===== src/consolePkg.sv =====
`default_nettype none

package consolePkg;

    // one character as held in the text RAM
    typedef logic [7:0] CharCode_t;

    // bit 7 is the leftmost pixel
    typedef logic [7:0] GlyphLine_t;

    typedef logic [2:0] LineIndex_t;
    typedef logic [2:0] RowIndex_t;
    typedef logic [3:0] ColIndex_t;

    // row * columns + column
    typedef logic [6:0] CellAddress_t;

    typedef enum logic [2:0] {
        ground,
        escape,
        csi,
        csiTwo,
        clearing
    } ParserState_t;

    // rows and columns are powers of two, so the modulo only drops high bits
    function automatic CellAddress_t cellAddress(input RowIndex_t row, input ColIndex_t col,
                                                 input int rows, input int columns);
        return CellAddress_t'((int'(row) % rows) * columns + (int'(col) % columns));
    endfunction

endpackage

`default_nettype wire


===== src/uartPkg.sv =====
`default_nettype none

package uartPkg;

    // one received data byte
    typedef logic [7:0] UartByte_t;

    // data bits seen so far in a frame
    typedef logic [3:0] BitCount_t;

    // clocks counted inside one bit
    typedef logic [15:0] SampleCount_t;

    typedef enum logic [1:0] {
        idle,
        start,
        data,
        stop
    } RxState_t;

endpackage

`default_nettype wire


===== src/fontRom.sv =====
`timescale 1ns/1ps
`default_nettype none

module fontRom
    import consolePkg::*;
(
    input  wire        clk,
    input  wire        [7:0] fontCode,
    input  wire        [2:0] fontLine,
    output GlyphLine_t fontBits
);

    // synthetic glyphs, line L of code C is C rotated left by L
    function automatic GlyphLine_t glyphLine(input CharCode_t code, input LineIndex_t line);
        GlyphLine_t bits;
        case (line)
            3'd0: bits = code;
            3'd1: bits = {code[6:0], code[7]};
            3'd2: bits = {code[5:0], code[7:6]};
            3'd3: bits = {code[4:0], code[7:5]};
            3'd4: bits = {code[3:0], code[7:4]};
            3'd5: bits = {code[2:0], code[7:3]};
            3'd6: bits = {code[1:0], code[7:2]};
            3'd7: bits = {code[0], code[7:1]};
        endcase
        return bits;
    endfunction

    // registered like a block ROM
    always_ff @(posedge clk) begin
        fontBits <= glyphLine(fontCode, fontLine);
    end

endmodule

`default_nettype wire


===== src/glyphRenderer.sv =====
`timescale 1ns/1ps
`default_nettype none

module glyphRenderer
    import consolePkg::*;
#(
    parameter int Rows    = 8,
    parameter int Columns = 16
) (
    input  wire          clk,
    input  wire          reset,
    // external cell-read port, four-phase
    input  wire          readReq,
    input  wire          [2:0] readRow,
    input  wire          [3:0] readCol,
    input  wire          [2:0] readLine,
    output logic         readAck,
    output GlyphLine_t   glyphBits,
    // cursor from the parser
    input  wire          [2:0] cursorRow,
    input  wire          [3:0] cursorCol,
    // text RAM port B
    output CellAddress_t readAddress,
    input  wire          [7:0] readData,
    // font ROM
    output CharCode_t    fontCode,
    output LineIndex_t   fontLine,
    input  wire          [7:0] fontBits
);

    typedef enum logic [2:0] {
        idle,
        fetchChar,
        fetchGlyph,
        capture,
        holdAck,
        dropAck
    } RenderState_t;

    RenderState_t state;
    logic         cursorHit;

    // request inputs stay stable until readAck falls
    assign cursorHit = (readRow == cursorRow) && (readCol == cursorCol);

    // character goes straight from the RAM output to the ROM address
    assign fontCode = readData;

    always_ff @(posedge clk) begin
        if (reset) begin
            state   <= idle;
            readAck <= 1'b0;
        end else begin
            case (state)
                idle: begin
                    if (readReq) begin
                        state <= fetchChar;
                    end
                end
                // RAM read in flight
                fetchChar:  state <= fetchGlyph;
                // ROM read in flight
                fetchGlyph: state <= capture;
                capture: begin
                    readAck <= 1'b1;
                    state   <= holdAck;
                end
                holdAck: begin
                    if (!readReq) begin
                        state <= dropAck;
                    end
                end
                dropAck: begin
                    readAck <= 1'b0;
                    state   <= idle;
                end
                default: state <= idle;
            endcase
        end
    end

    always_ff @(posedge clk) begin
        if (state == idle && readReq) begin
            readAddress <= cellAddress(readRow, readCol, Rows, Columns);
            fontLine    <= readLine;
        end
        // inverse video on the cursor cell
        if (state == capture) begin
            glyphBits <= fontBits ^ {8{cursorHit}};
        end
    end

endmodule

`default_nettype wire


===== src/textRam.sv =====
`timescale 1ns/1ps
`default_nettype none

module textRam
    import consolePkg::*;
#(
    parameter int Rows    = 8,
    parameter int Columns = 16
) (
    input  wire          clk,
    input  wire          writeEnable,
    input  wire          [6:0] writeAddress,
    input  wire          [7:0] writeData,
    input  wire          [6:0] readAddress,
    output CharCode_t    readData
);

    localparam int Depth = Rows * Columns;

    // one byte per character cell
    CharCode_t memory [Depth];

    // port A, parser side
    always_ff @(posedge clk) begin
        if (writeEnable) begin
            memory[writeAddress] <= writeData;
        end
    end

    // port B, renderer side, one cycle latency
    always_ff @(posedge clk) begin
        readData <= memory[readAddress];
    end

endmodule

`default_nettype wire


===== src/uartReceiver.sv =====
`timescale 1ns/1ps
`default_nettype none

module uartReceiver
    import uartPkg::*;
#(
    parameter int ClksPerBit = 16
) (
    input  wire       clk,
    input  wire       reset,
    input  wire       uartRx,
    output UartByte_t rxData,
    output logic      rxValid
);

    localparam SampleCount_t LastSample = SampleCount_t'(ClksPerBit - 1);
    localparam SampleCount_t HalfSample = SampleCount_t'(ClksPerBit / 2 - 1);

    logic         rxMeta;
    logic         rxSync;
    RxState_t     state;
    SampleCount_t sampleCount;
    BitCount_t    bitCount;
    UartByte_t    shiftReg;
    logic         bitEnd;

    // line idles high
    always_ff @(posedge clk) begin
        if (reset) begin
            rxMeta <= 1'b1;
            rxSync <= 1'b1;
        end else begin
            rxMeta <= uartRx;
            rxSync <= rxMeta;
        end
    end

    assign bitEnd = (sampleCount == LastSample);

    always_ff @(posedge clk) begin
        if (reset) begin
            state       <= idle;
            sampleCount <= '0;
            bitCount    <= '0;
            rxValid     <= 1'b0;
        end else begin
            rxValid <= 1'b0;
            case (state)
                idle: begin
                    sampleCount <= '0;
                    if (!rxSync) begin
                        state <= start;
                    end
                end
                start: begin
                    if (sampleCount == HalfSample) begin
                        sampleCount <= '0;
                        bitCount    <= '0;
                        // a glitch shorter than half a bit is ignored
                        state       <= rxSync ? idle : data;
                    end else begin
                        sampleCount <= sampleCount + 1'b1;
                    end
                end
                data: begin
                    if (bitEnd) begin
                        sampleCount <= '0;
                        bitCount    <= bitCount + 1'b1;
                        if (bitCount == BitCount_t'(7)) begin
                            state <= stop;
                        end
                    end else begin
                        sampleCount <= sampleCount + 1'b1;
                    end
                end
                stop: begin
                    if (bitEnd) begin
                        // low stop bit means a framing error, drop the byte
                        rxValid <= rxSync;
                        state   <= idle;
                    end else begin
                        sampleCount <= sampleCount + 1'b1;
                    end
                end
                default: state <= idle;
            endcase
        end
    end

    // lsb arrives first
    always_ff @(posedge clk) begin
        if (state == data && bitEnd) begin
            shiftReg <= {rxSync, shiftReg[7:1]};
        end
        if (state == stop && bitEnd) begin
            rxData <= shiftReg;
        end
    end

endmodule

`default_nettype wire


===== src/virtualConsole.sv =====
`timescale 1ns/1ps
`default_nettype none

module virtualConsole
    import consolePkg::*;
    import uartPkg::*;
#(
    parameter int ClksPerBit = 16,
    parameter int Rows       = 8,
    parameter int Columns    = 16
) (
    input  wire        clk,
    input  wire        reset,
    input  wire        uartRx,
    input  wire        readReq,
    input  wire        [2:0] readRow,
    input  wire        [3:0] readCol,
    input  wire        [2:0] readLine,
    output logic       readAck,
    output GlyphLine_t glyphBits
);

    // serial link
    UartByte_t    rxData;
    logic         rxValid;

    // parser write port and cursor
    logic         writeEnable;
    CellAddress_t writeAddress;
    CharCode_t    writeData;
    RowIndex_t    cursorRow;
    ColIndex_t    cursorCol;

    // renderer fetch path
    CellAddress_t readAddress;
    CharCode_t    readData;
    CharCode_t    fontCode;
    LineIndex_t   fontLine;
    GlyphLine_t   fontBits;

    uartReceiver #(
        .ClksPerBit(ClksPerBit)
    ) receiver (
        .clk(clk),
        .reset(reset),
        .uartRx(uartRx),
        .rxData(rxData),
        .rxValid(rxValid)
    );

    vt100Parser #(
        .Rows(Rows),
        .Columns(Columns)
    ) parser (
        .clk(clk),
        .reset(reset),
        .rxValid(rxValid),
        .rxData(rxData),
        .writeEnable(writeEnable),
        .writeAddress(writeAddress),
        .writeData(writeData),
        .cursorRow(cursorRow),
        .cursorCol(cursorCol)
    );

    textRam #(
        .Rows(Rows),
        .Columns(Columns)
    ) screenRam (
        .clk(clk),
        .writeEnable(writeEnable),
        .writeAddress(writeAddress),
        .writeData(writeData),
        .readAddress(readAddress),
        .readData(readData)
    );

    fontRom font (
        .clk(clk),
        .fontCode(fontCode),
        .fontLine(fontLine),
        .fontBits(fontBits)
    );

    glyphRenderer #(
        .Rows(Rows),
        .Columns(Columns)
    ) renderer (
        .clk(clk),
        .reset(reset),
        .readReq(readReq),
        .readRow(readRow),
        .readCol(readCol),
        .readLine(readLine),
        .readAck(readAck),
        .glyphBits(glyphBits),
        .cursorRow(cursorRow),
        .cursorCol(cursorCol),
        .readAddress(readAddress),
        .readData(readData),
        .fontCode(fontCode),
        .fontLine(fontLine),
        .fontBits(fontBits)
    );

endmodule

`default_nettype wire


===== src/vt100Parser.sv =====
`timescale 1ns/1ps
`default_nettype none

module vt100Parser
    import consolePkg::*;
    import uartPkg::*;
#(
    parameter int Rows    = 8,
    parameter int Columns = 16
) (
    input  wire          clk,
    input  wire          reset,
    input  wire          rxValid,
    input  wire          [7:0] rxData,
    output logic         writeEnable,
    output CellAddress_t writeAddress,
    output CharCode_t    writeData,
    output RowIndex_t    cursorRow,
    output ColIndex_t    cursorCol
);

    localparam RowIndex_t    LastRow = RowIndex_t'(Rows - 1);
    localparam ColIndex_t    LastCol = ColIndex_t'(Columns - 1);
    localparam CellAddress_t LastCell = CellAddress_t'(Rows * Columns - 1);

    // control bytes and sequence characters
    localparam UartByte_t CharBackspace = 8'h08;
    localparam UartByte_t CharLineFeed  = 8'h0A;
    localparam UartByte_t CharReturn    = 8'h0D;
    localparam UartByte_t CharEscape    = 8'h1B;
    localparam UartByte_t CharBracket   = 8'h5B;
    localparam UartByte_t CharTwo       = 8'h32;
    localparam UartByte_t CharHome      = 8'h48;
    localparam UartByte_t CharClear     = 8'h4A;
    localparam CharCode_t Space         = 8'h20;

    ParserState_t state;
    CellAddress_t clearAddress;
    RowIndex_t    nextRow;
    logic         printable;

    // no scrolling, the last row wraps to row 0
    assign nextRow   = (cursorRow == LastRow) ? '0 : cursorRow + 1'b1;
    assign printable = (rxData >= 8'h20) && (rxData <= 8'h7E);

    always_ff @(posedge clk) begin
        if (reset) begin
            // reset starts the same sweep as ESC [ 2 J
            state        <= clearing;
            clearAddress <= '0;
            cursorRow    <= '0;
            cursorCol    <= '0;
            writeEnable  <= 1'b0;
        end else begin
            writeEnable <= 1'b0;
            case (state)
                ground: begin
                    if (rxValid && printable) begin
                        writeEnable <= 1'b1;
                        if (cursorCol == LastCol) begin
                            cursorCol <= '0;
                            cursorRow <= nextRow;
                        end else begin
                            cursorCol <= cursorCol + 1'b1;
                        end
                    end else if (rxValid) begin
                        case (rxData)
                            CharReturn:    cursorCol <= '0;
                            CharLineFeed:  cursorRow <= nextRow;
                            CharBackspace: begin
                                if (cursorCol != '0) begin
                                    cursorCol <= cursorCol - 1'b1;
                                end
                            end
                            CharEscape:    state <= escape;
                            default:       ;
                        endcase
                    end
                end
                escape: begin
                    if (rxValid) begin
                        state <= (rxData == CharBracket) ? csi : ground;
                    end
                end
                csi: begin
                    if (rxValid) begin
                        state <= ground;
                        if (rxData == CharHome) begin
                            cursorRow <= '0;
                            cursorCol <= '0;
                        end else if (rxData == CharTwo) begin
                            state <= csiTwo;
                        end
                    end
                end
                csiTwo: begin
                    if (rxValid) begin
                        state        <= (rxData == CharClear) ? clearing : ground;
                        clearAddress <= '0;
                    end
                end
                clearing: begin
                    // one cell per cycle, incoming bytes are lost
                    writeEnable  <= 1'b1;
                    clearAddress <= clearAddress + 1'b1;
                    if (clearAddress == LastCell) begin
                        state     <= ground;
                        cursorRow <= '0;
                        cursorCol <= '0;
                    end
                end
                default: state <= ground;
            endcase
        end
    end

    // address and data follow writeEnable by the same register stage
    always_ff @(posedge clk) begin
        if (state == clearing) begin
            writeAddress <= clearAddress;
            writeData    <= Space;
        end else begin
            writeAddress <= cellAddress(cursorRow, cursorCol, Rows, Columns);
            writeData    <= rxData;
        end
    end

endmodule

`default_nettype wire

===== config.mk =====
export PLATFORM = sky130hd
export DESIGN_NAME = virtualConsole
export DESIGN_NICKNAME = d
export VERILOG_FILES = /design/src/consolePkg.sv /design/src/uartPkg.sv /design/src/fontRom.sv /design/src/glyphRenderer.sv /design/src/textRam.sv /design/src/uartReceiver.sv /design/src/virtualConsole.sv /design/src/vt100Parser.sv
export SDC_FILE = /design/constraint.sdc
export NUM_CORES = 1
export LEC_CHECK = 0
export BUFFER_PORTS_ARGS = -buffer_cell sky130_fd_sc_hd__buf_2
export CAP_MARGIN = 15
export CORE_ASPECT_RATIO = 1.1
export CORE_MARGIN = 3
export CORE_UTILIZATION = 65
export CTS_CLUSTER_DIAMETER = 80
export DETAILED_ROUTE_END_ITERATION = 12
export PLACE_DENSITY = 0.77
export SLEW_MARGIN = 20
export SYNTH_ARGS = -nofsm -noshare
export SYNTH_HDL_FRONTEND = slang
export SYNTH_SLANG_ARGS = --single-unit
export TNS_END_PERCENT = 100

===== constraint.sdc =====
create_clock -name clk -period 6.18 [get_ports clk]
set_input_delay 0.927 -clock clk [delete_from_list [all_inputs] [get_ports clk]]
set_output_delay 0.927 -clock clk [all_outputs]
set_load 0.005 [all_outputs]

Word level (Yosys, flattened, before mapping)
Memories as Yosys holds them, arrays and structs flattened. A register that Yosys moved wholly into a read port is not among the register bits. Index checks and enable logic that the tools add are counted.

Register bits: 104. RAM bits: 1024. Input bits: 14. Output and inout port bits: 9. Word-level logic and storage cells: 169. Memories kept: 1.

Add/sub/neg operators: 8. Order comparisons: 2. Equal/unequal tests: 56. Mux-type cells: 55. Bitwise gates (word level): 3. Reduce and logical (&&, ||, !) cells: 23.

Memories: screenRam.memory (words 128, width 8, read ports 1, clocked after memory_dff 1, wr ports 1, RTL line textRam.sv:21) `CharCode_t memory [Depth];`.

Operators by type and width (count): $pmux W16 S4 (1); $pmux W8 S8 (1); $mux W3 (18); $mux W16 (3); $mux W4 (9); $pmux W3 S5 (2); $eq A3 B3 Y1 const B (8); $eq A8 B4 Y1 const B (3); $eq A8 B7 Y1 const B (3); $reduce_and A7 Y1 (3); $ne A2 B2 Y1 const B (10); $eq A3 B2 Y1 const B (6); $add A16 B1 Y16 const B (1); $eq A16 B3 Y1 const B (1); $eq A16 B4 Y1 const B (1); $mux W2 (8); $pmux W4 S2 (2); $add A7 B4 Y7 (2); $mux W7 (2); $pmux W7 S2 (1); $ne A2 B1 Y1 const B (6); $pmux W4 S3 (1); $eq A3 B1 Y1 const B (3); $logic_not A3 Y1 (3); other kinds (34) (49).

Logic depth before layout (Yosys ltp)
Gate-level depths: netlist of run 1.

Depth in word-level cells: 6. Mapped depth: 9. Mapped depth without buffers: 8.

Cells and area by module
A second synthesis of run 1 with hierarchy kept.

Cells, all modules: 2141. Area total of the unflattened synthesis: 44760.4 µm².

By module, submodules not included: textRam (instances 1, cells each 1635, area an instance 39665.5 µm², sequential area each 30909.6 µm²); uartReceiver (instances 1, cells each 160, area an instance 1744.2 µm², sequential area each 980.9 µm²); vt100Parser (instances 1, cells each 195, area an instance 1672.9 µm², sequential area each 660.6 µm²); glyphRenderer (instances 1, cells each 65, area an instance 952.2 µm², sequential area each 620.6 µm²); fontRom (instances 1, cells each 86, area an instance 725.7 µm², sequential area each 160.2 µm²).

Worst setup path after synthesis of run 1
OpenSTA, ideal clock, no wires.

Path kind: register to register. Start point: register renderer.readAddress[0]. End point: register screenRam.readData[0], read port of screenRam.memory. Library setup time: 0.121 ns. Data arrival time: 2.684 ns. Data required time: 6.059 ns. Path slack: 3.376 ns. Cell stages (with the launch flop): 7. Period minus slack after synthesis: 2.804 ns. Cells stage by stage: edfxtp_1 > clkbuf_1 > buf_1 > mux4_2 > mux4_2 > mux4_2 > mux2_2.

RTL lines: from (decl) (RTL line glyphRenderer.sv:23) `output CellAddress_t readAddress,`; from (signal assigned) (RTL line glyphRenderer.sv:84) `readAddress <= cellAddress(readRow, readCol, Rows, Columns);`; to (decl) (RTL line textRam.sv:15) `output CharCode_t readData`.

==> impl_results.md, run 1 <==
* Post-Route Setup TNS at 0 ns
* Via density per instance at 6.822
* Share of synthesized registers carrying an async set or reset at 0%
* Post-synthesis instance total at 2145
* Minimum period implied by the final worst setup slack at 3.431 ns
* Outcome: finished clean
* Cts repair resizes at 0
* GRT Total Usage at 28.89%
* Final worst-path cycle share at 55.52%
* Data required time at the worst endpoint at 6.72 ns
* Die extent in x at 255.4 um
* Critical Path AT at 3.97 ns
* Hold Path Depth at 0
* Pwr per Cell Area at 378.7 nW/um^2
* Net Count, Synth at 2172
* Xor-xnor portion of the synthesized cell area at 0.5907%
* Top cell type's share of synthesized area at 71.42%
* GPL Wtd Cong at 0.8574
* Yosys cell types at 63
* Post-detailed-placement half-perimeter wirelength at 57490 um
* Wire length reported by the detailed router at 99810 um
* Final core utilization at 73.22%
* DR pass1 iterations at 6
* Via count of the first global-routing pass at 22190
* # IOs at 23
* Worst IR drop on VDD at 0.2385 mV
* Reg-to-reg critical path startpoint: renderer.readAddress[0]
* Most frequent cells in the layout: edfxtp_1 (1058), mux4_2 (338), nor2_1 (177)
* Proportion of synthesized chip area in sequential cells at 74.93%
* Relative slew margins at 25.31%
* Maximum number of pins on one net before global-route repair at 131
* Global-route wire length before repair at 150100 um
* # nets final at 2214
* Worst Skew at 0.02463 ns
* R2R Path End: screenRam.readData[7]
* Post-synthesis share of cell area spent on and, or, nand and nor gates at 4.107%
* Clk root buf: clkbuf_16
* Post-CTS setup-driven buffer insertion count at 0
* Instance area after placement at 45580 um^2
* Final number of setup-violating endpoints at 0
* Hold-fix buffers, CTS at 0
* Top flip-flop cell by instance count after synthesis: edfxtp_1
* Total Die Area at 71610 um^2
* Input/output buffers at 22
* Cell type with the highest aggregate area in the netlist: edfxtp_1
* Count of flip-flops with a built-in enable after synthesis at 1058
* Area growth, synth to finish at 10.31%
* DRC violation count after routing at 0
* CTS tree: done
* Row count at 99
* Slew at the pin closest to its max-slew limit at 1.118 ns
* Placeable core region at 67010 um^2
* Largest family of logic cells by synthesized area: multiplexers
* Worst skew pair latency at 0.66 ns
* Congestion Overflow GR at 0
* Leakage power at 15.33 nW
* Initial antenna violation count at 8
* Final-report hold violation count at 0
* Die height at 280.4 um
* Compound-cell area share of the yosys netlist at 1.325%
* Inserted Clock Buffers at 106
* Startpoint kind of the worst setup timing path: register
* Worst min path class: reg2reg
* FF-to-FF path depth at 5
* Clock slew seen by the registers of the worst setup and hold paths at 0.06 ns
* Flip-flop and latch count after synthesis at 1136
* 1st-iter DRT viols at 2605
* Adder-cell share of the synthesized area at 0.3657%
* Total via count after detailed routing at 21741
* Post-synthesis cell area at 44480 um^2
* Startpoint of the most critical hold path: receiver.shiftReg[0]
* Crit-path max FO at 102
* Setup repair after global routing missed its margin: no
* # H-tree levels at 3
* Mux cell area share after synthesis at 17.46%
* Mean cell area of the mapped netlist at 20.74 um^2
* Number of maximum-capacitance violations at 0
* Clk sink count at 1136
* Remaining number of nets flagged by the antenna check after routing at 0
* Critical path capture point type: register
* Most frequent standard cell in the layout excluding fill and tap cells: edfxtp_1
* Post-route standard cell area excluding fillers at 49070 um^2
* Worst setup path category: reg2reg
* Reg2reg setup slack at 2.75 ns
* Mean routed wirelength per cell at 31.32 um
* Worst hold endpoint: receiver.rxData[0]
* Fraction of final layout cells sized beyond drive strength 1 at 26.10%
* Final slew viol count at 0
* Maximum operating frequency at 0.2914 GHz
* Yosys warns at 0
* Synth top area cells: edfxtp_1 (71%), mux4_2 (17%), dfxtp_1 (3.5%)
* Initial core utilization at 66.38%
* Maximum clock path buffer count at 3
-- cells in the mapped netlist (5+ instances only) --
library cell / n
xnor2_1: 17
dfxtp_1: 78
nor3_1: 20
mux2_2: 11
nand3_1: 33
nor4_1: 6
o21ai_0: 23
a31oi_1: 10
or4_1: 6
nand4_1: 7
nand3b_1: 5
buf_2: 26
clkbuf_1: 70
edfxtp_1: 1058
nand2_1: 72
nand2b_1: 10
nor2b_1: 11
buf_1: 16
and3_1: 8
and2_1: 5
ha_1: 13
xor2_1: 13
or3_1: 6
a21oi_1: 31
inv_1: 14
mux4_2: 338
nor2_1: 180
-- sequential cells by signal (all words and copies together), names as in the netlist, 3 cells and up, named ones only --
name,cells
renderer.fontLine,3
renderer.glyphBits,8
parser.cursorCol,4
receiver.bitCount,4
parser.writeData,8
parser.cursorRow,3
receiver.sampleCount,16
parser.state,3
parser.writeAddress,7
parser.clearAddress,7
receiver.shiftReg,8
font.fontBits,8
screenRam.memory,1024
screenRam.readData,8
renderer.readAddress,7
renderer.state,3
receiver.rxData,8
-- worst max-delay path, cell delays in order (launching register included) --
cell      delay [ns]
edfxtp_1        0.52
buf_12          0.66
mux4_2          0.62
mux4_2          0.60
mux4_2          0.56
mux2_2          0.30
-- cell families after synthesis --
logic type / Yosys count
flip-flops: 1136
XOR/XNOR: 30
AND/OR/NAND/NOR: 392
adder cells (fa/ha/maj): 13
multiplexers: 352
buffers and inverters: 130
AO/OA/AOI/OAI: 92
-- power by group --
group          internal, mW  switching, mW
combinational         0.667           1.40
sequential             9.52          0.520
clock                  3.73           2.75
-- layout make-up --
class,instances,area [um^2]
Antenna cell,2,5.005
Clock buffer,132,2893
Clock inverter,65,575.6
Fill cell,3624,17940
Inverter,15,56.30
Multi-Input combinational cell,879,10660
Sequential cell,1136,33360
Tap cell,909,1137
Timing Repair Buffer,49,379.1
-- layer usage --
layer / share of wire (%) / track usage [%] / vias to the layer above / wire, um
met5: 0.090 / 0 / - / 90
met4: 4.4 / 12.60 / 12 / 4359
met3: 8.2 / 5.343 / 250 / 8138
met2: 51 / 47.12 / 1216 / 50580
met1: 37 / 39.30 / 11338 / 36640
li1: - / - / 8925 / -
-- how the worst max path moves through the flow --
stage | depth (start not counted) | slack (ns) | start | endpoint
6_report | 5 | 2.75 | renderer.readAddress[0] | screenRam.readData[7]
5_1_grt | 5 | 2.61 | renderer.readAddress[0] | screenRam.readData[7]
4_1_cts | 5 | 2.71 | renderer.readAddress[0] | screenRam.readData[7]
3_5_place_dp | 5 | 2.76 | renderer.readAddress[0] | screenRam.readData[7]
3_3_place_gp | 5 | 2.77 | renderer.readAddress[0] | screenRam.readData[7]
2_1_floorplan | 6 | 3.38 | renderer.readAddress[0] | screenRam.readData[0]
-- through the flow --
stage / hold slack [ns] / setup WS [ns] / power (mW) / instances
5_1_grt: 0.4168 / 2.606 / 19.13 / 3185
3_5_place_dp: 0.4084 / 2.758 / 12.24 / 2988
6_report: 0.4217 / 2.749 / 18.58 / 3187
2_1_floorplan: 0.3895 / 3.376 / 11.33 / 2145
4_1_cts: 0.4034 / 2.708 / 18.65 / 3185
3_3_place_gp: 0.4038 / 2.766 / 12.10 / 2988
(Power assumes the default switching activity.)
==> inputs of run 2 (changes only) <==
- CORE_UTILIZATION: 65 -> 63
- PLACE_DENSITY: 0.77 -> 0.75
- clock period: 6.18 -> 3.4 ns (I/O delays scaled with it)
==> impl_results.md, run 2 (synthesized netlist as in run 1, its figures left out) <==
* Pwr per Cell Area at 682.5 nW/um^2
* Setup repair after global routing missed its margin: no
* Inserted Clock Buffers at 108
* Slowest cell delay on critical path at 0.60 ns
* Clock slew seen by the registers of the worst setup and hold paths at 0.06 ns
* CP top delay family: multiplexers
* Worst path depth at 6
* GRT Total Usage at 28.83%
* Hold Path Depth at 1
* Startpoint kind of the worst setup timing path: register
* Remaining number of nets flagged by the antenna check after routing at 0
* Worst min path class: in2reg
* Buffers and inverters on the worst path at 2
* Worst setup path category: reg2reg
* Ordered cell list for the critical path: buf_12 -> buf_4 -> mux4_2 -> mux4_2 -> mux4_2 -> mux2_2
* Initial antenna violation count at 6
* Via density per instance at 6.766
* # H-tree levels at 3
* CTS tree: done
* Minimum period implied by the final worst setup slack at 3.215 ns
* Max FFs per register at 1024
* # nets final at 2364
* Congestion Overflow GR at 0
* Total via count after detailed routing at 22672
* Master of the slowest instance on the critical path: mux4_2
* Final slew viol count at 0
* Die extent in x at 259.4 um
* Post-Route Setup TNS at 0 ns
* Maximum operating frequency at 0.3110 GHz
* Mean routed wirelength per cell at 31.08 um
* DR pass1 iterations at 5
* Largest register by flop count: screenRam.memory
* Global-route wire length before repair at 153500 um
* Largest registers: screenRam.memory x1024, receiver.sampleCount x16
* Final worst-path cycle share at 94.57%
* Fraction of final layout cells sized beyond drive strength 1 at 30.05%
* Leakage power at 16.26 nW
* Multi-input combinational cell area at 10620 um^2
* Met1 global-route usage at 40.53%
* Die height at 284.7 um
* Hold Worst Slack at 0.03362 ns
* Crit-path max FO at 14
* # IOs at 23
* 1st-iter DRT viols at 3077
* Area growth, synth to finish at 13.66%
* Met3 usage at 5.257%
* Most frequent cell on the critical path: mux4_2
* Critical path capture point type: register
* Row count at 101
* Input/output buffers at 22
* Total chip power at 34.50 mW
* Slew at the pin closest to its max-slew limit at 1.022 ns
* Via count of the first global-routing pass at 22916
* Most frequent cells in the layout: edfxtp_1 (1058), mux4_2 (338), nor2_1 (180)
* Worst IR drop on VDD at 0.5000 mV
* Post-detailed-placement half-perimeter wirelength at 60860 um
* Final number of setup-violating endpoints at 0
* Worst Skew at 0.02727 ns
* Final-report hold violation count at 0
* Relative slew margins at 31.61%
* Post-CTS setup-driven buffer insertion count at 0
* Sequential cell area at 33360 um^2
* Total Die Area at 73840 um^2
* Global routing met2 resource utilization at 46.80%
* Maximum clock path buffer count at 3
* Initial core utilization at 64.00%
* DRC violation count after routing at 0
* Clk root buf: clkbuf_16
* Wire length reported by the detailed router at 104200 um
* Busiest grt layer: met2
* Number of maximum-capacitance violations at 0
* Worst skew pair latency at 0.67 ns
* Maximum number of pins on one net before global-route repair at 121
* Outcome: finished clean
* GPL Wtd Cong at 0.8187
* Most frequent standard cell in the layout excluding fill and tap cells: edfxtp_1
* Placeable core region at 69500 um^2
* Fillcell total at 3903
* Final core utilization at 72.74%
* Critical Path AT at 3.77 ns
* Data required time at the worst endpoint at 3.96 ns
* FF-to-FF path depth at 6
* Clk sink count at 1136
-- run 2: what timing repair did --
action / 4_1_cts / 5_1_grt
hold endpoints to repair: 2 / 0
hold buffers: 2 / 0
gates resized for setup: 0 / 0
-- run 2: final timing paths --
check             slack [ns]               startpoint               endpoint
hold reg to reg         0.41          receiver.rxMeta        receiver.rxSync
setup / recovery        0.18  renderer.readAddress[0]  screenRam.readData[0]
setup reg to reg        0.18  renderer.readAddress[0]  screenRam.readData[0]
hold / removal          0.03              readLine[0]   renderer.fontLine[0]
-- run 2: routing by layer --
metal / routed length [um] / vias to the layer above
met5: 31 / -
met4: 3020 / 4
met3: 9294 / 210
met2: 52680 / 1331
met1: 39140 / 11912
li1: - / 9215
-- run 2: cell type report --
type	count	area share, %
inverter	15	0.1114
clock inverter	73	1.517
antenna	1	0.004950
multi-input combinational	879	21.01
sequential	1136	65.99
timing repair buffer	197	3.534
tap	927	2.294
clock buffer	123	5.541
-- run 2: stage by stage --
step,setup slack [ns],std cells,cell area [um^2]
2_1_floorplan,0.5955,2145,44480
3_5_place_dp,0.2218,3147,46830
5_1_grt,0.1515,3350,50560
4_1_cts,0.1975,3345,50420
6_report,0.1846,3351,50560
3_3_place_gp,0.2330,3146,46810
-- run 2: power breakdown --
part	internal, mW	switching (mW)
combinational	1.49	2.52
sequential	17.3	1.07
clock	7.10	5.06
total	25.9	8.65
